<file path="config.mk">
export PLATFORM = sky130hd
export DESIGN_NAME = uart_cmd_top
export DESIGN_NICKNAME = d
export VERILOG_FILES = /design/src/cmd_pkg.sv /design/src/uart_pkg.sv /design/src/uart_cmd_top.sv /design/src/cmd_result.sv /design/src/cmd_execute.sv /design/src/cmd_decode.sv /design/src/uart_tx.sv /design/src/uart_rx.sv /design/src/baud_gen.sv
export SDC_FILE = /design/constraint.sdc
export NUM_CORES = 1
export LEC_CHECK = 0
export CAP_MARGIN = 25
export CELL_PAD_IN_SITES_DETAIL_PLACEMENT = 0
export CELL_PAD_IN_SITES_GLOBAL_PLACEMENT = 1
export CORE_MARGIN = 2
export CORE_UTILIZATION = 46
export CTS_BUF_LIST = sky130_fd_sc_hd__clkbuf_2
export CTS_CLUSTER_SIZE = 10
export DETAILED_ROUTE_END_ITERATION = 10
export DONT_BUFFER_PORTS = 1
export GPL_TIMING_DRIVEN = 1
export PLACE_DENSITY = 0.68
export SLEW_MARGIN = 0
export SYNTH_ARGS = -nofsm -noshare
export SYNTH_HDL_FRONTEND = slang
export SYNTH_SLANG_ARGS = --single-unit
</file>
<file path="constraint.sdc">
create_clock -name clk -period 3.25 [get_ports clk]
set_input_delay 0.65 -clock clk [delete_from_list [all_inputs] [get_ports clk]]
set_output_delay 0.65 -clock clk [all_outputs]
set_load 0.03 [all_outputs]
</file>
<file path="src/cmd_pkg.sv">
package cmd_pkg;

  localparam int num_regs = 4;
  localparam int reg_w    = 8;
  localparam int addr_w   = $clog2(num_regs);
  localparam int imm_w    = 4;

  // response byte for a frame that failed a check
  localparam logic [reg_w-1:0] err_byte = 8'he5;

  // ====================================================================
  // command byte layout
  //   bits 7..6  opcode
  //   bits 5..4  register number
  //   bits 3..0  immediate
  // ====================================================================
  typedef enum logic [1:0] {
    op_write_lo = 2'd0,
    op_write_hi = 2'd1,
    op_add      = 2'd2,
    op_read     = 2'd3
  } opcode_e;

  typedef struct packed {
    opcode_e           opcode;
    logic [addr_w-1:0] addr;
    logic [imm_w-1:0]  imm;
    logic              bad;
  } cmd_t;

  typedef struct packed {
    logic [reg_w-1:0] value;
    logic             bad;
  } exec_result_t;

endpackage

</file>
<file path="src/uart_pkg.sv">
package uart_pkg;

  // ====================================================================
  // serial line settings
  // ====================================================================
  localparam int data_bits  = 8;
  // clk cycles per sample tick
  localparam int sample_div = 4;
  // sample ticks per bit, so one bit is 64 clk
  localparam int oversample = 16;

  // counter widths derived from the line settings
  localparam int sample_cnt_w = $clog2(sample_div);
  localparam int os_cnt_w     = $clog2(oversample);
  localparam int bit_cnt_w    = $clog2(data_bits);

  // one received character plus its check flags
  typedef struct packed {
    logic [data_bits-1:0] data;
    logic                 frame_error;
    logic                 parity_error;
  } rx_frame_t;

endpackage
</file>
<file path="src/uart_cmd_top.sv">
`timescale 1ns/1ps

module uart_cmd_top (
  input  logic clk,
  input  logic reset,
  input  logic parity_enable,
  input  logic rx_pin,
  output logic tx_pin,
  output logic tx_busy,
  output logic tx_done
);
  import uart_pkg::*;
  import cmd_pkg::*;

  logic         sample_tick;
  logic         bit_tick;
  logic         rx_valid;
  rx_frame_t    rx_frame;
  logic         cmd_valid;
  cmd_t         cmd;
  logic         res_valid;
  exec_result_t res;
  logic         send_request;
  logic [7:0]   tx_data;

  baud_gen u_baud_gen (
    .clk, .reset, .sample_tick, .bit_tick
  );

  // ====================================================================
  // receive side
  // ====================================================================
  uart_rx u_uart_rx (
    .clk, .reset, .sample_tick, .parity_enable, .rx_pin, .rx_valid, .rx_frame
  );

  cmd_decode u_cmd_decode (
    .clk, .reset, .rx_valid, .rx_frame, .cmd_valid, .cmd
  );

  cmd_execute u_cmd_execute (
    .clk, .reset, .cmd_valid, .cmd, .res_valid, .res
  );

  // ====================================================================
  // response side
  // ====================================================================
  cmd_result u_cmd_result (
    .clk, .reset, .res_valid, .res, .tx_busy, .send_request, .tx_data
  );

  uart_tx u_uart_tx (
    .clk, .reset, .bit_tick, .send_request, .tx_data, .parity_enable,
    .tx_pin, .tx_busy, .tx_done
  );

endmodule

</file>
<file path="src/cmd_result.sv">
`timescale 1ns/1ps

module cmd_result (
  input  logic                  clk,
  input  logic                  reset,
  input  logic                  res_valid,
  input  cmd_pkg::exec_result_t res,
  input  logic                  tx_busy,
  output logic                  send_request,
  output logic [7:0]            tx_data
);
  import cmd_pkg::*;

  logic load;

  // single holding byte, a result arriving while one waits is lost
  assign load = res_valid && !send_request;

  always_ff @(posedge clk or posedge reset) begin
    if (reset) begin
      send_request <= 1'b0;
    end else if (load) begin
      send_request <= 1'b1;
    end else if (send_request && tx_busy) begin
      // transmitter has taken the byte
      send_request <= 1'b0;
    end
  end

  always_ff @(posedge clk) begin
    if (load) begin
      tx_data <= res.bad ? err_byte : res.value;
    end
  end

  a_no_overrun: assert property (@(posedge clk) disable iff (reset)
    res_valid |-> !send_request)
    else $error("result dropped, response byte still pending");

endmodule

</file>
<file path="src/cmd_execute.sv">
`timescale 1ns/1ps

module cmd_execute (
  input  logic                  clk,
  input  logic                  reset,
  input  logic                  cmd_valid,
  input  cmd_pkg::cmd_t         cmd,
  output logic                  res_valid,
  output cmd_pkg::exec_result_t res
);
  import cmd_pkg::*;

  logic [reg_w-1:0] regs [num_regs];
  logic [reg_w-1:0] cur_value;
  logic [reg_w-1:0] new_value;

  always_comb begin
    cur_value = regs[cmd.addr];
    case (cmd.opcode)
      op_write_lo: new_value = {cur_value[reg_w-1:imm_w], cmd.imm};
      op_write_hi: new_value = {cmd.imm, cur_value[imm_w-1:0]};
      // wraps modulo 256
      op_add:      new_value = cur_value + {{(reg_w - imm_w){1'b0}}, cmd.imm};
      default:     new_value = cur_value;
    endcase
  end

  always_ff @(posedge clk or posedge reset) begin
    if (reset) begin
      res_valid <= 1'b0;
      for (int i = 0; i < num_regs; i++) begin
        regs[i] <= '0;
      end
    end else begin
      res_valid <= cmd_valid;
      if (cmd_valid && !cmd.bad) begin
        regs[cmd.addr] <= new_value;
      end
    end
  end

  always_ff @(posedge clk) begin
    if (cmd_valid) begin
      res.value <= cmd.bad ? cur_value : new_value;
      res.bad   <= cmd.bad;
    end
  end

  a_res_follows: assert property (@(posedge clk) disable iff (reset)
    cmd_valid |=> res_valid)
    else $error("command without result");

endmodule

</file>
<file path="src/cmd_decode.sv">
`timescale 1ns/1ps

module cmd_decode (
  input  logic                clk,
  input  logic                reset,
  input  logic                rx_valid,
  input  uart_pkg::rx_frame_t rx_frame,
  output logic                cmd_valid,
  output cmd_pkg::cmd_t       cmd
);
  import uart_pkg::*;
  import cmd_pkg::*;

  logic frame_bad;

  assign frame_bad = rx_frame.frame_error | rx_frame.parity_error;

  always_ff @(posedge clk or posedge reset) begin
    if (reset) begin
      cmd_valid <= 1'b0;
    end else begin
      cmd_valid <= rx_valid;
    end
  end

  // ====================================================================
  // field split
  // ====================================================================
  always_ff @(posedge clk) begin
    if (rx_valid) begin
      cmd.opcode <= opcode_e'(rx_frame.data[data_bits-1 -: 2]);
      cmd.addr   <= rx_frame.data[imm_w +: addr_w];
      cmd.imm    <= rx_frame.data[imm_w-1:0];
      // a failed frame still travels down so it gets a response
      cmd.bad    <= frame_bad;
    end
  end

endmodule

</file>
<file path="src/uart_tx.sv">
`timescale 1ns/1ps

module uart_tx (
  input  logic                           clk,
  input  logic                           reset,
  input  logic                           bit_tick,
  input  logic                           send_request,
  input  logic [uart_pkg::data_bits-1:0] tx_data,
  input  logic                           parity_enable,
  output logic                           tx_pin,
  output logic                           tx_busy,
  output logic                           tx_done
);
  import uart_pkg::*;

  typedef enum logic [2:0] {
    st_idle,
    st_start,
    st_data,
    st_parity,
    st_stop,
    st_done
  } tx_state_e;

  tx_state_e            state, next_state;
  logic [bit_cnt_w-1:0] bit_idx, next_bit_idx;
  logic [data_bits-1:0] shift, next_shift;
  logic                 next_pin;
  logic                 next_busy;
  logic                 next_done;

  // everything advances on bit_tick only
  always_ff @(posedge clk or posedge reset) begin
    if (reset) begin
      state   <= st_idle;
      bit_idx <= '0;
      tx_pin  <= 1'b1;
      tx_busy <= 1'b0;
      tx_done <= 1'b0;
    end else if (bit_tick) begin
      state   <= next_state;
      bit_idx <= next_bit_idx;
      tx_pin  <= next_pin;
      tx_busy <= next_busy;
      tx_done <= next_done;
    end
  end

  always_ff @(posedge clk) begin
    if (bit_tick) begin
      shift <= next_shift;
    end
  end

  always_comb begin
    next_state   = state;
    next_bit_idx = bit_idx;
    next_shift   = shift;
    next_pin     = tx_pin;
    next_busy    = tx_busy;
    next_done    = tx_done;
    case (state)
      st_idle: begin
        next_pin  = 1'b1;
        next_busy = 1'b0;
        next_done = 1'b0;
        if (send_request) begin
          next_shift = tx_data;
          next_busy  = 1'b1;
          next_state = st_start;
        end
      end
      st_start: begin
        next_pin     = 1'b0;
        next_bit_idx = '0;
        next_state   = st_data;
      end
      st_data: begin
        next_pin     = shift[bit_idx];
        next_bit_idx = bit_idx + 1'b1;
        if (bit_idx == bit_cnt_w'(data_bits - 1)) begin
          next_bit_idx = '0;
          next_state   = parity_enable ? st_parity : st_stop;
        end
      end
      st_parity: begin
        next_pin   = ~^shift;
        next_state = st_stop;
      end
      st_stop: begin
        next_pin   = 1'b1;
        next_state = st_done;
      end
      st_done: begin
        next_pin   = 1'b1;
        next_busy  = 1'b0;
        next_done  = 1'b1;
        next_state = st_idle;
      end
      default: next_state = st_idle;
    endcase
  end

  a_idle_high: assert property (@(posedge clk) disable iff (reset)
    !tx_busy |-> tx_pin)
    else $error("tx_pin low outside a frame");

endmodule

</file>
<file path="src/uart_rx.sv">
`timescale 1ns/1ps

module uart_rx (
  input  logic                clk,
  input  logic                reset,
  input  logic                sample_tick,
  input  logic                parity_enable,
  input  logic                rx_pin,
  output logic                rx_valid,
  output uart_pkg::rx_frame_t rx_frame
);
  import uart_pkg::*;

  typedef enum logic [2:0] {
    st_idle,
    st_start,
    st_data,
    st_parity,
    st_stop
  } rx_state_e;

  rx_state_e            state;
  logic [1:0]           sync;
  logic                 rx_bit;
  logic                 rx_prev;
  logic [os_cnt_w-1:0]  tick_cnt;
  logic [bit_cnt_w-1:0] bit_cnt;
  logic [data_bits-1:0] shift;
  logic                 parity_error;
  logic                 start_mid;
  logic                 bit_mid;

  assign rx_bit    = sync[1];
  // start bit is checked half a bit in, later bits a full bit apart
  assign start_mid = sample_tick && (tick_cnt == os_cnt_w'(oversample / 2 - 1));
  assign bit_mid   = sample_tick && (tick_cnt == os_cnt_w'(oversample - 1));

  always_ff @(posedge clk or posedge reset) begin
    if (reset) begin
      sync <= 2'b11;
    end else begin
      sync <= {sync[0], rx_pin};
    end
  end

  always_ff @(posedge clk or posedge reset) begin
    if (reset) begin
      state    <= st_idle;
      tick_cnt <= '0;
      bit_cnt  <= '0;
      rx_prev  <= 1'b1;
      rx_valid <= 1'b0;
    end else begin
      rx_valid <= 1'b0;
      if (sample_tick) begin
        rx_prev  <= rx_bit;
        tick_cnt <= tick_cnt + 1'b1;
      end
      case (state)
        st_idle: begin
          // falling edge only, so a stuck-low line after a bad stop is ignored
          if (sample_tick && rx_prev && !rx_bit) begin
            state    <= st_start;
            tick_cnt <= '0;
          end
        end
        st_start: begin
          if (start_mid) begin
            tick_cnt <= '0;
            bit_cnt  <= '0;
            state    <= rx_bit ? st_idle : st_data;
          end
        end
        st_data: begin
          if (bit_mid) begin
            tick_cnt <= '0;
            bit_cnt  <= bit_cnt + 1'b1;
            if (bit_cnt == bit_cnt_w'(data_bits - 1)) begin
              state <= parity_enable ? st_parity : st_stop;
            end
          end
        end
        st_parity: begin
          if (bit_mid) begin
            tick_cnt <= '0;
            state    <= st_stop;
          end
        end
        st_stop: begin
          if (bit_mid) begin
            state    <= st_idle;
            rx_valid <= 1'b1;
          end
        end
        default: state <= st_idle;
      endcase
    end
  end

  // data path, LSB first
  always_ff @(posedge clk) begin
    if (state == st_start && start_mid) begin
      parity_error <= 1'b0;
    end
    if (state == st_data && bit_mid) begin
      shift <= {rx_bit, shift[data_bits-1:1]};
    end
    if (state == st_parity && bit_mid) begin
      // odd parity: data plus parity bit hold an odd count of ones
      parity_error <= ~^{shift, rx_bit};
    end
    if (state == st_stop && bit_mid) begin
      rx_frame.data         <= shift;
      rx_frame.frame_error  <= ~rx_bit;
      rx_frame.parity_error <= parity_error;
    end
  end

endmodule

</file>
<file path="src/baud_gen.sv">
`timescale 1ns/1ps

module baud_gen (
  input  logic clk,
  input  logic reset,
  output logic sample_tick,
  output logic bit_tick
);
  import uart_pkg::*;

  logic [sample_cnt_w-1:0] sample_cnt;
  logic [os_cnt_w-1:0]     os_cnt;

  always_ff @(posedge clk or posedge reset) begin
    if (reset) begin
      sample_cnt  <= '0;
      os_cnt      <= '0;
      sample_tick <= 1'b0;
      bit_tick    <= 1'b0;
    end else begin
      sample_tick <= 1'b0;
      bit_tick    <= 1'b0;
      if (sample_cnt == sample_cnt_w'(sample_div - 1)) begin
        sample_cnt  <= '0;
        sample_tick <= 1'b1;
        // every 16th sample tick is also a bit tick
        if (os_cnt == os_cnt_w'(oversample - 1)) begin
          os_cnt   <= '0;
          bit_tick <= 1'b1;
        end else begin
          os_cnt <= os_cnt + 1'b1;
        end
      end else begin
        sample_cnt <= sample_cnt + 1'b1;
      end
    end
  end

  a_bit_on_sample: assert property (@(posedge clk) disable iff (reset)
    bit_tick |-> sample_tick)
    else $error("bit_tick without sample_tick");

endmodule

</file>
# After elaboration in Yosys (flattened, before gate mapping)
# Index checks and enable logic that the tools add are counted.
[op_classes]
n_reduce_logical = 35
n_lt_le_gt_ge = 3
n_mux = 47
n_shift = 0
addsub = 6
n_div = 0
bitwise_logic = 3
eq_ne = 25
mul = 0
[ops]
columns = ["op", "count"]
rows = [
  ["3-bit two-way mux", 12],
  ["32-bit bitwise mux", 1],
  ["8-bit two-way mux", 4],
  ["3-bit one-hot mux with 5 select lines", 2],
  ["8-bit one-hot mux with 3 select lines", 1],
  ["4-bit two-way mux", 5],
  ["8-bit binary-select mux with 2-bit select", 1],
  ["8-bit demux with 2-bit select", 1],
  ["3-bit == test, second input constant", 5],
  ["2-bit by 1-bit inequality test with 1-bit output, second input constant", 7],
  ["3-bit by 2-bit == test with 1-bit output, second input constant", 4],
  ["1-bit logical AND", 12],
  ["3-bit one-hot mux with 2 select lines", 2],
  ["4-bit one-hot mux with 3 select lines", 1],
  ["1-bit two-way mux", 11],
  ["2-bit nonzero test", 5],
  ["3-bit AND reduction", 3],
  ["9-bit XNOR reduction", 1],
  ["4-bit by 1-bit adder with 4-bit output, second input constant", 2],
  ["8-bit by 4-bit adder with 8-bit output", 1],
  ["4-bit == test, second input constant", 2],
  ["8-bit XNOR reduction", 1],
  ["3-bit by 1-bit adder with 3-bit output, second input constant", 2],
  ["3-bit by 1-bit == test with 1-bit output, second input constant", 2],
  ["other kinds (23)", 31],
]
[totals]
register_bits = 119
ram_bits = 0
latch_bits = 0
n_memories = 0
inputBits = 4
elab_cells = 154
mem_bits_ro = 0
output_inout_bits = 3

# Longest topological paths before layout
# Gate-level depths: netlist (run 1).
[depth]
ltp_word = 7
ltp_mapped = 10
ltp_nobuf = 8

# Modules after synthesis
# From an unflattened synthesis (run 1), not the netlist that was laid out.
[unflattened]
hier_cells = 469
area_unflattened_um2 = 5565.3
[by_module_without_submodules]
columns = ["mod", "cells_each", "area_each_um2", "seq_area_each_um2", "instances"]
rows = [
  ["cmd_execute", 224, 2270.9, 1096.1, 1],
  ["uart_rx", 103, 1437.6, 924.6, 1],
  ["uart_tx", 85, 907.1, 466.7, 1],
  ["cmd_result", 21, 334.1, 265.3, 1],
  ["baud_gen", 24, 310.3, 200.2, 1],
  ["cmd_decode", 12, 305.3, 295.3, 1],
]

# Worst setup path after synthesis (run 1)
# No wires, ideal clock.
[synth_timing]
path_type = "register to register"
from = "register, netlist name u_cmd_decode.cmd[6]"
to = "register u_cmd_execute.regs[14] in the netlist's numbering"
setup_slack_ns = 0.371
period_less_slack_ns = 2.879
path_buffers = 2
setup_ns = 0.132
stages_incl_launch_ff = 11
t_required_ns = 3.118
arrival_time_ns = 2.747
path_cell_list = "edfxtp_1 buf_2 buf_2 mux4_2 ha_1 fa_1 a21o_1 a21oi_1 nor4_2 o31ai_2 o21ai_1"
[synth_between]
elab_chain_len = 7
elab_cells_between_ends = 12
classes_between = "add/sub: 1; order compare: 2; mux: 7; bitwise: 1; reduce/logical: 1"
[synth_lines]
columns = ["item", "line_no", "text"]
rows = [
  ["2-bit NOT with 3-bit output (not written as such) *", "cmd_execute.sv:18, cmd_execute.sv:37", ""],
  ["8-bit binary-select mux with 2-bit select", "cmd_execute.sv:18", "cur_value = regs[cmd.addr];"],
  ["8-bit two-way mux (not written as such) (2 in a row)", "cmd_execute.sv:18", ""],
  ["8-bit by 4-bit adder with 8-bit output", "cmd_execute.sv:23", "op_add: new_value = cur_value + {{(reg_w - imm_w){1'b0}}, cmd.imm};"],
  ["8-bit one-hot mux with 3 select lines", "cmd_execute.sv:19", "case (cmd.opcode)"],
  ["32-bit bitwise mux *", "cmd_execute.sv:37", "regs[cmd.addr] <= new_value;"],
  ["end signal: indexed assignment", "cmd_execute.sv:37", ""],
  ["end: declaration", "cmd_execute.sv:13", "logic [reg_w-1:0] regs [num_regs];"],
]
# Every way passes the cells marked *; elsewhere a longest branch is shown, timed or not. The select of a mux whose other input is x is not followed.
# A chain may end at the register's enable or synchronous reset.

# Worst setup path after layout (run 1)
[layout_timing]
from = "register, netlist name u_cmd_decode.cmd[6]"
to = "register u_cmd_execute.regs[6] in the netlist's numbering"
[layout_between]
elab_chain_len = 7
elab_cells_between_ends = 12
classes_between = "add/sub: 1; order compare: 2; mux: 7; bitwise: 1; reduce/logical: 1"
[layout_lines]
columns = ["item", "line_no"]
rows = [
  ["2-bit NOT with 3-bit output (not written as such) *", "cmd_execute.sv:18, cmd_execute.sv:37"],
  ["8-bit binary-select mux with 2-bit select", "cmd_execute.sv:18"],
  ["8-bit two-way mux (not written as such) (2 in a row)", "cmd_execute.sv:18"],
  ["8-bit by 4-bit adder with 8-bit output", "cmd_execute.sv:23"],
  ["8-bit one-hot mux with 3 select lines", "cmd_execute.sv:19"],
  ["32-bit bitwise mux *", "cmd_execute.sv:37"],
]
# Marks and branches as above.

==> impl_metrics.tcl, run 1 <==
set metrics [dict create \
    run_status "complete, no violations" \
    yosysMostFrequentCell "dfrtp_1" \
    fp.dieH_um 113 \
    synth_top_area_share_pct 29.2 \
    synth.avg_cell_area_um2 11.8 \
    rsz0062_at_grt "false" \
    yosys-top-cells-area "edfxtp_1, dfrtp_1, mux4_2" \
    yosysWarnings 0 \
    min_path_type "reg -> reg" \
    cts_tree "built" \
    pwr_density_cell_nw_per_um2 500 \
    cts-resized-gates 0 \
    numCtsBuffers 17 \
    arrival_ps 3500 \
    nets 486 \
    crit_slowest_cell "mux4_2" \
    ys_ff_latch 119 \
    cp_cell_sequence "mux4_2 -> ha_1 -> fa_1 -> a21o_1 -> a21oi_1 -> nor4_2 -> o31ai_2 -> o21ai_1" \
    synth_edf_count 53 \
    worst_pin_slew_ps 856 \
    period_needed_ps 2950 \
    post_drt_wl_per_cell_um 15.7 \
    clock_latency_ps 670 \
    core_um2 11500 \
    synth_ff_type "dfrtp_1" \
    switching_power_uw 741 \
    power.internal_mw 2.20 \
    place_congestion 0.820 \
    grt_util_all_layers_pct 17.5 \
    clock_sinks 119 \
    pin_count 7 \
    htree_levels 4 \
    seqPwrFrac_pct 56.6 \
    p_clk_share_pct 35.9 \
    final_util_pct 51.3 \
    rows 39 \
    p_comb_share_pct 7.5 \
    fin_cells 626 \
    synth-seq-area-share_pct 59.6 \
    cts.path.max_buffers 2 \
    die_x_um 113 \
    fin_skew_ps 15.7 \
    postRouteWirelength_um 9820 \
    grt_pass1_wl_um 17300 \
    finalHoldViolations 0 \
    tns_ps 0 \
    drcViolationCount 0 \
    synth_common_cells "dfrtp_1, edfxtp_1, nand2_1" \
    fillers 1008 \
    grt_max_degree 40 \
    cp_max_fo 5 \
    synth_cells 461 \
    endpoint_kind "flip-flop" \
    leakage_nw 2.33 \
    dr.first_iter.drc_count 259 \
    crit_family "compound AO/OA/AOI/OAI gates" \
    worst_ir_drop_vdd_v 0.000303 \
    portBuffers 0 \
    antenna_cells 0 \
    syn_area_um2 5450 \
    critPathBufInv 0 \
    finalSetupViolations 0 \
    synth_cell_types 60 \
    maxCapViolations 0 \
    dp_cells 592 \
    antenna_found_initial 0 \
    viasPerCell 5.49 \
    area_delta_synth_final_pct 8.06 \
    critical_path.max_stage_delay_ps 580 \
    relSlewSlack_pct 42.7 \
    finalCritPeriodShare_pct 90.9 \
    drive_above_1_share_pct 15.5 \
    dp_hpwl_um 6800 \
    dr.pass1.iters 4 \
    synthArstFlopShare_pct 55.5 \
    yosysTopAreaCell "edfxtp_1" \
    design.die.area_um2 12700 \
    syn_nets 477 \
    switching_share_pct 25.2 \
    start_kind "flip-flop" \
    power_mw 2.94 \
    slew_viol_final 0 \
    critPathRequiredTime_ps 3800 \
    grt_pass1_vias 3447 \
    timing_worst_setup_path_type "reg -> reg" \
    post_cts_buffers 0 \
    vias 3439 \
    clk_pin_slew_worst_paths_ps 180 \
    initial_core_util_pct 47.5 \
    cts_root_buf "clkbuf_2" \
    max_freq_ghz 0.339 \
    drt.antenna.violating_nets 0 \
    holdBufCountCts 2 \
    grt_overflow 0 \
]
power by group through the flow:
stage	clock network [mW]	registers, mW	logic [mW]
final	1.06	1.66	0.221
after global routing	1.17	1.67	0.255
after CTS	1.10	1.66	0.225
after detailed placement	0	1.69	0.222
after global placement	0	1.69	0.219
after floorplan	0	1.65	0.220
layout by cell type, fill, tap and decap left out, types with 10 or more instances in the layout:
master	count
dfrtp_1	62
nor2_1	41
clkbuf_2	18
xnor2_1	19
ha_1	11
mux4_2	10
nand2_1	52
a21oi_1	31
edfxtp_1	53
o21ai_0	45
worst reg2reg max path: cells and delay by family (launching register included):
kind                     cells  cell delay, ps
AO/OA/AOI/OAI                4             950
adder cells (fa/ha/maj)      2             670
multiplexers                 1             580
flip-flops                   1             530
AND/OR/NAND/NOR              1             100
path summary, 6_finish.rpt:
| path | cells after the start | slack (ps) | to | from |
|---|---|---|---|---|
| worst max-delay path | 8 | 300 | u_cmd_execute.regs[6] | u_cmd_decode.cmd[6] |
| worst min-delay path | 0 | 370 | u_uart_rx.sync[1] | u_uart_rx.sync[0] |
| worst max register to register | 8 | 300 | u_cmd_execute.regs[6] | u_cmd_decode.cmd[6] |
| worst min register to register | 0 | 370 | u_uart_rx.sync[1] | u_uart_rx.sync[0] |
| max in group asynchronous | 3 | 1900 | u_cmd_execute.regs[23] | reset |
| min in group asynchronous | 2 | 570 | u_uart_tx.tx_done | reset |
layer usage:
layer	wire length, um	GRT usage (%)	vias to the layer above
met3	291	4.66	12
met5	0	0	-
met4	146	7.40	0
li1	-	-	1692
met1	4780	23.8	1695
met2	4600	26.9	40
metrics by stage:
stage	cell area (um2)	worst slack, ps	hold WS (ps)
after floorplan	5450	371	345
after global routing	5890	61.9	354
after detailed placement	5590	296	349
after global placement	5590	362	351
final	5890	297	371
after CTS	5890	269	312
cell families after synthesis:
group	Yosys count	synth area share, %
compound gates	113	12.5
xor+xnor	23	3.70
fa+ha+maj	12	2.89
simple gates	141	12.2
flops	119	59.6
buf+inv	29	2.25
mux	24	6.82
area by class of cell:
| type | count | area, um2 | share of cell area (%) |
|---|---|---|---|
| flip-flops and latches | 119 | 3250 | 55.2 |
| multi-input cells | 313 | 2080 | 35.3 |
| clock inverters | 14 | 183 | 3.10 |
| well taps | 143 | 179 | 3.04 |
| clock buffers | 18 | 90.1 | 1.53 |
| repair buffers | 9 | 72.6 | 1.23 |
| inverters | 10 | 37.5 | 0.638 |
state kept, by name (all words and copies together) (netlist names), 3 cells and up:
name                  flops
u_cmd_execute.regs       32
u_uart_rx.rx_frame       10
u_cmd_decode.cmd          9
u_cmd_execute.res         9
u_cmd_result.tx_data      8
u_uart_rx.shift           8
u_uart_tx.shift           8
u_baud_gen.os_cnt         4
u_uart_rx.tick_cnt        4
u_uart_rx.bit_cnt         3
u_uart_rx.state           3
u_uart_tx.bit_idx         3
u_uart_tx.state           3
No activity file was read; power rests on OpenSTA's default activity.
==> run 2, diff against run 1 <==
--- a/config.mk
+++ b/config.mk
@@ -19,4 +19,5 @@
 export SLEW_MARGIN = 0
 export SYNTH_ARGS = -nofsm -noshare
 export SYNTH_HDL_FRONTEND = slang
+export SYNTH_HIERARCHICAL = 1
 export SYNTH_SLANG_ARGS = --single-unit
==> run 2 against run 1 <==
  * Via count is 1.5% higher
  * Worst setup slack improved by 6.0 ps
  * Final cell count is 1.9% higher
  * Largest power group unchanged
  * Final area grew 2.2%
  * Largest cell class unchanged
  * Hold slack worse by 200 ps
==> impl_metrics.tcl, run 2 <==
set metrics [dict create \
    postRouteWirelength_um 10100 \
    grt_pass1_wl_um 16800 \
    worst_pin_slew_ps 673 \
    yosysWarnings 6 \
    hold_depth 2 \
    drt.antenna.violating_nets 0 \
    synth_compound_area_share_pct 12.7 \
    critPathRequiredTime_ps 3790 \
    timing_worst_setup_path_type "reg -> reg" \
    dp_cells 604 \
    finalSetupViolations 0 \
    r2r_slack_ps 300 \
    worst_ir_drop_vdd_v 0.000328 \
    portBuffers 0 \
    largest-register "u_cmd_execute/regs" \
    dr.first_iter.drc_count 158 \
    grt_max_degree 34 \
    rsz0062_at_grt "false" \
    vias 3490 \
    numCtsBuffers 17 \
    min_path_type "in -> reg" \
    dp_hpwl_um 7020 \
    drcViolationCount 0 \
    synth_common_cells "dfrtp_1, nand2_1, edfxtp_1" \
    period_needed_ps 2950 \
    yosysMostFrequentCell "dfrtp_1" \
    tns_ps 0 \
    final_common_cell "dfrtp_1" \
    grt_util_all_layers_pct 17.1 \
    core_um2 11900 \
    maxCapViolations 0 \
    relSlewSlack_pct 55.0 \
    antenna_cells 0 \
    pwr_density_cell_nw_per_um2 500 \
    cts-resized-gates 0 \
    synth_cell_types 64 \
    synth.avg_cell_area_um2 11.9 \
    clock_sinks 119 \
    met3_usage_pct 3.99 \
    design.die.area_um2 13000 \
    post_drt_wl_per_cell_um 15.8 \
    dr.pass1.iters 4 \
    yosys.area_share.simple_pct 12.8 \
    syn_nets 485 \
    final_cell_area_um2 6020 \
    yosysTopAreaCell "edfxtp_1" \
    synth_top_family_by_area "simple AND/OR/NAND/NOR gates" \
    finalHoldViolations 0 \
    arrival_ps 3490 \
    synth-adder-area-share_pct 2.83 \
    initial_core_util_pct 46.7 \
    grt_pass1_vias 3407 \
    die_x_um 114 \
    busiest_layer "met2" \
    nets 494 \
    ys_ff_latch 119 \
    fin_cells 638 \
    viasPerCell 5.47 \
    grt_use_met1_pct 22.2 \
    syn_area_um2 5570 \
    cts_root_buf "clkbuf_2" \
    rows 40 \
    start_kind "flip-flop" \
    synth_ff_type "dfrtp_1" \
    layout_common_cells "dfrtp_1, nand2_1, edfxtp_1" \
    synthMuxAreaShare_pct 7.10 \
    cts_tree "built" \
    run_status "complete, no violations" \
    slew_viol_final 0 \
    synth_top_area_share_pct 28.6 \
    drive_above_1_share_pct 13.0 \
    pin_count 7 \
    antenna_found_initial 0 \
    synth-seq-area-share_pct 58.4 \
    synth_cells 469 \
    placed_cell_area_um2 5700 \
    leakage_nw 2.43 \
    fp.dieH_um 114 \
    yosys-top-cells-area "edfxtp_1, dfrtp_1, o21ai_0" \
    endpoint_kind "flip-flop" \
    r2r_cells 9 \
    synth-xor-area-share_pct 3.15 \
    synthArstFlopShare_pct 55.5 \
    finalCritPeriodShare_pct 90.7 \
    fillers 1073 \
    synth_edf_count 53 \
    area_delta_synth_final_pct 8.12 \
    hold_ws_ps 172 \
    multi_input_area_um2 2140 \
    place_congestion 0.790 \
    regArea_um2 3250 \
    cp_max_fo 4 \
    max_freq_ghz 0.339 \
    htree_levels 4 \
    grt_overflow 0 \
    reg.largest.list "u_cmd_execute/regs: 32 flops, u_uart_rx/rx_frame: 10 flops" \
    clk_pin_slew_worst_paths_ps 200 \
    clock_latency_ps 680 \
    largest_register_ff_count 32 \
    cts.path.max_buffers 2 \
    use_met2_pct 26.5 \
    fin_skew_ps 29.9 \
]
## run 2: changes by cell type after synthesis, sizes merged, moves of 3 or more
cell    before  now
nor2        41   29
inv          8   17
nand3b       0    5
xnor2       19   15
a211oi       5    2
nand2       53   56
nor2b        9   12
o31ai        1    4
## run 2: final cells by class
cell class	instances	share of cell area, %
clock inverter	14	3.39
clock buffer	18	1.50
inverter	18	1.12
multi-input combinational	312	35.6
sequential	119	54.0
tap	147	3.06
timing repair buffer	10	1.33
## run 2: final timing paths
path                                     startpoint                     end
worst max-delay path            u_cmd_decode/cmd[6]   u_cmd_execute/regs[6]
worst min-delay path                  parity_enable      u_uart_tx/state[0]
worst max register to register  u_cmd_decode/cmd[6]   u_cmd_execute/regs[6]
worst min register to register    u_uart_rx/sync[0]       u_uart_rx/sync[1]
max in group asynchronous                     reset   u_cmd_execute/regs[3]
min in group asynchronous                     reset  u_cmd_decode/cmd_valid
## run 2: power breakdown
group	internal [mW]	switching [mW]	leakage, nW
clock	0.580	0.547	0.167
sequential	1.59	0.0593	1.36
combinational	0.113	0.115	0.909
total	2.29	0.722	2.43
## run 2: cell families (layout without fill, tap and decap cells)
family	count (synthesis)	after routing
and+or+nand+nor	142	142
DFF	119	119
AOI/OAI and AO/OA	114	114
buffers and inverters	38	60
muxes	24	24
xor gates and xnor gates	20	20
adders and majority gates	12	12
## run 2: layer usage
metal / vias up / part of all wire, %
li1: 1715 / -
met1: 1684 / 46
met2: 66 / 47
met3: 25 / 3.9
met4: 0 / 3.0
met5: - / 0
## run 2: worst max-delay path, cell delays in order, from the launching register on
cell and delay (ps):
edfxtp_1 410, mux4_1 610, ha_1 250, fa_1 420
a21o_1 210, a21oi_1 250, buf_4 180, nor4_1 50
o31ai_2 290, o21ai_0 150
## run 2: through the flow
| step | setup WS [ps] | utilization [%] | total power [mW] |
|---|---|---|---|
| 3_5_place_dp | 348 | 47.9 | 1.91 |
| 4_1_cts | 326 | 50.5 | 3.06 |
| 5_1_grt | 152 | 50.5 | 3.16 |
| 2_1_floorplan | 198 | - | 1.88 |
| 3_3_place_gp | 439 | 47.9 | 1.91 |
| 6_report | 303 | 50.5 | 3.01 |
## run 2: timing repair
action	4_1_cts	5_1_grt
endpoints found under the setup margin	0	0
buffers inserted	0	0
hold endpoints to repair	64	0
hold buffers	2	0
==> run 3, diff against run 2 <==
--- a/config.mk
+++ b/config.mk
@@ -11,13 +11,13 @@
 export CORE_MARGIN = 2
 export CORE_UTILIZATION = 46
 export CTS_BUF_LIST = sky130_fd_sc_hd__clkbuf_2
+export CTS_CLUSTER_DIAMETER = 40
 export CTS_CLUSTER_SIZE = 10
 export DETAILED_ROUTE_END_ITERATION = 10
 export DONT_BUFFER_PORTS = 1
 export GPL_TIMING_DRIVEN = 1
-export PLACE_DENSITY = 0.68
+export PLACE_DENSITY = 0.71
 export SLEW_MARGIN = 0
 export SYNTH_ARGS = -nofsm -noshare
 export SYNTH_HDL_FRONTEND = slang
-export SYNTH_HIERARCHICAL = 1
 export SYNTH_SLANG_ARGS = --single-unit
==> constraint.sdc (replaced) <==
create_clock -name clk -period 2.7 [get_ports clk]
set_input_delay 0.54 -clock clk [delete_from_list [all_inputs] [get_ports clk]]
set_output_delay 0.54 -clock clk [all_outputs]
set_load 0.03 [all_outputs]
==> run 3 against run 2 <==
  * Combinational power is 18% higher
  * Hold slack better by 91 ps
  * Maximum frequency grew 13%
  * Final area shrank 0.77%
  * Clock power is 4% higher
  * Count of clock-buffer cells in the layout is the same
  * Highest routed layer unchanged
  * Worst setup slack lost 210 ps
  * Critical endpoint is now u_cmd_execute.regs[12]
  * Largest power group unchanged
  * Global-route usage rose by 0.46 points
==> impl_metrics.tcl, run 3 (synthesis results as in run 1) <==
set metrics [dict create \
    maxCapViolations 0 \
    numCtsBuffers 17 \
    tns_ps 0 \
    rsz0062_at_grt "false" \
    slew_viol_final 0 \
    cp_max_fo 4 \
    grt_pass1_wl_um 17400 \
    cts_tree "built" \
    area_delta_synth_final_pct 9.60 \
    finalHoldViolations 0 \
    core_um2 11500 \
    placed_cell_area_um2 5680 \
    die_x_um 113 \
    finalSetupViolations 0 \
    start_kind "flip-flop" \
    timing_worst_setup_path_type "reg -> reg" \
    drt.antenna.violating_nets 0 \
    leakage_nw 2.36 \
    power_mw 3.45 \
    crit_slowest_cell "mux4_2" \
    min_path_type "in -> async" \
    run_status "complete, no violations" \
    critical_path.max_stage_delay_ps 570 \
    vias 3537 \
    clock_latency_ps 680 \
    grt_pass1_vias 3465 \
    antenna_found_initial 0 \
    rr_endpoint "u_cmd_execute.regs[12]" \
    drcViolationCount 0 \
    cts_root_buf "clkbuf_2" \
    arrival_ps 3170 \
    use_met2_pct 26.7 \
    clock_sinks 119 \
    grt_util_all_layers_pct 17.5 \
    reg.largest.list "u_cmd_execute.regs: 32 flops, u_uart_rx.rx_frame: 10 flops" \
    place_congestion 0.828 \
    dr.first_iter.drc_count 247 \
    portBuffers 0 \
    hold_ws_ps 263 \
    nets 496 \
    grt_use_met1_pct 23.8 \
    dr.pass1.iters 5 \
    final_common_cell "dfrtp_1" \
    final_util_pct 52.1 \
    post_drt_wl_per_cell_um 16.1 \
    busiest_layer "met2" \
    rows 39 \
    period_needed_ps 2610 \
    r2r_slack_ps 90 \
    cts.path.max_buffers 2 \
    finalCritPeriodShare_pct 96.6 \
    pin_count 7 \
    critPathRequiredTime_ps 3260 \
    drive_above_1_share_pct 18.1 \
    final_cell_area_um2 5970 \
    fp.dieH_um 113 \
    worst_pin_slew_ps 695 \
    relSlewSlack_pct 53.6 \
    clk_pin_slew_worst_paths_ps 180 \
    timing.rr.start "u_cmd_decode.cmd[6]" \
    viasPerCell 5.56 \
    fin_skew_ps 25.2 \
    largest_register_ff_count 32 \
    endpoint_kind "flip-flop" \
    htree_levels 4 \
    antenna_cells 0 \
    max_freq_ghz 0.383 \
    met3_usage_pct 5.14 \
    largest-register "u_cmd_execute.regs" \
    pwr_density_cell_nw_per_um2 579 \
    postRouteWirelength_um 10200 \
    grt_overflow 0 \
    r2r_cells 9 \
    layout_common_cells "dfrtp_1, edfxtp_1, nand2_1" \
    grt_max_degree 28 \
    dp_hpwl_um 7170 \
    initial_core_util_pct 47.5 \
    design.die.area_um2 12700 \
    cp_cell_sequence "mux4_2 -> ha_4 -> fa_2 -> a21o_1 -> a22o_1 -> xor2_1 -> o21ai_2 -> buf_4 -> o21ai_0" \
    worst_ir_drop_vdd_v 0.000548 \
]
run 3: worst max-delay path, delay by kind of cell, from the launching register on:
kind / cells / cell delay [ps]
flip-flops: 1 / 450
XOR/XNOR: 1 / 150
multiplexers: 1 / 570
AO/OA/AOI/OAI: 4 / 630
adder cells (fa/ha/maj): 2 / 560
buffers and inverters: 1 / 150
run 3: final cells by class:
cell class                      instances  area (um2)
Clock buffer                           18        90.1
Clock inverter                         14         159
Fill cell                            1001        5500
Inverter                               10        37.5
Multi-Input combinational cell        313        2110
Sequential cell                       119        3250
Tap cell                              143         179
Timing Repair Buffer                   19         148
run 3: through the flow:
stage,setup WS (ps),std cells
detailed placement,57.0,601
CTS,42.6,635
finish,92.1,636
global route,0.210,636
floorplan,7.33,461
global placement,92.9,601
run 3: worst max path at each step:
stage	from	end	slack [ps]	cells past startpoint
6_report	u_cmd_decode.cmd[6]	u_cmd_execute.regs[12]	90	9
5_1_grt	u_cmd_decode.cmd[6]	u_cmd_execute.regs[28]	0.2	9
3_3_place_gp	u_cmd_decode.cmd[6]	u_cmd_execute.regs[6]	90	8
4_1_cts	u_cmd_decode.cmd[6]	u_cmd_execute.regs[14]	40	8
3_5_place_dp	u_cmd_decode.cmd[6]	u_cmd_execute.regs[4]	60	9
2_1_floorplan	u_cmd_decode.cmd[6]	u_cmd_execute.res[5]	7	10
run 3: where the power goes:
part | switching [mW] | internal (mW)
registers | 0.0838 | 1.92
clock network | 0.675 | 0.507
logic | 0.144 | 0.124
total | 0.903 | 2.55
run 3: timing repair:
action	in CTS	in global routing
setup buffers	0	1
hold endpoints to repair	16	0
hold buffers	2	0
resized for setup	0	7
endpoints found under the setup margin	0	19
run 3: routing by layer:
layer	wire [um]	part of all wire, %
met1	4840	47
met4	190	1.9
met2	4830	47
met5	0	0
met3	340	3.3
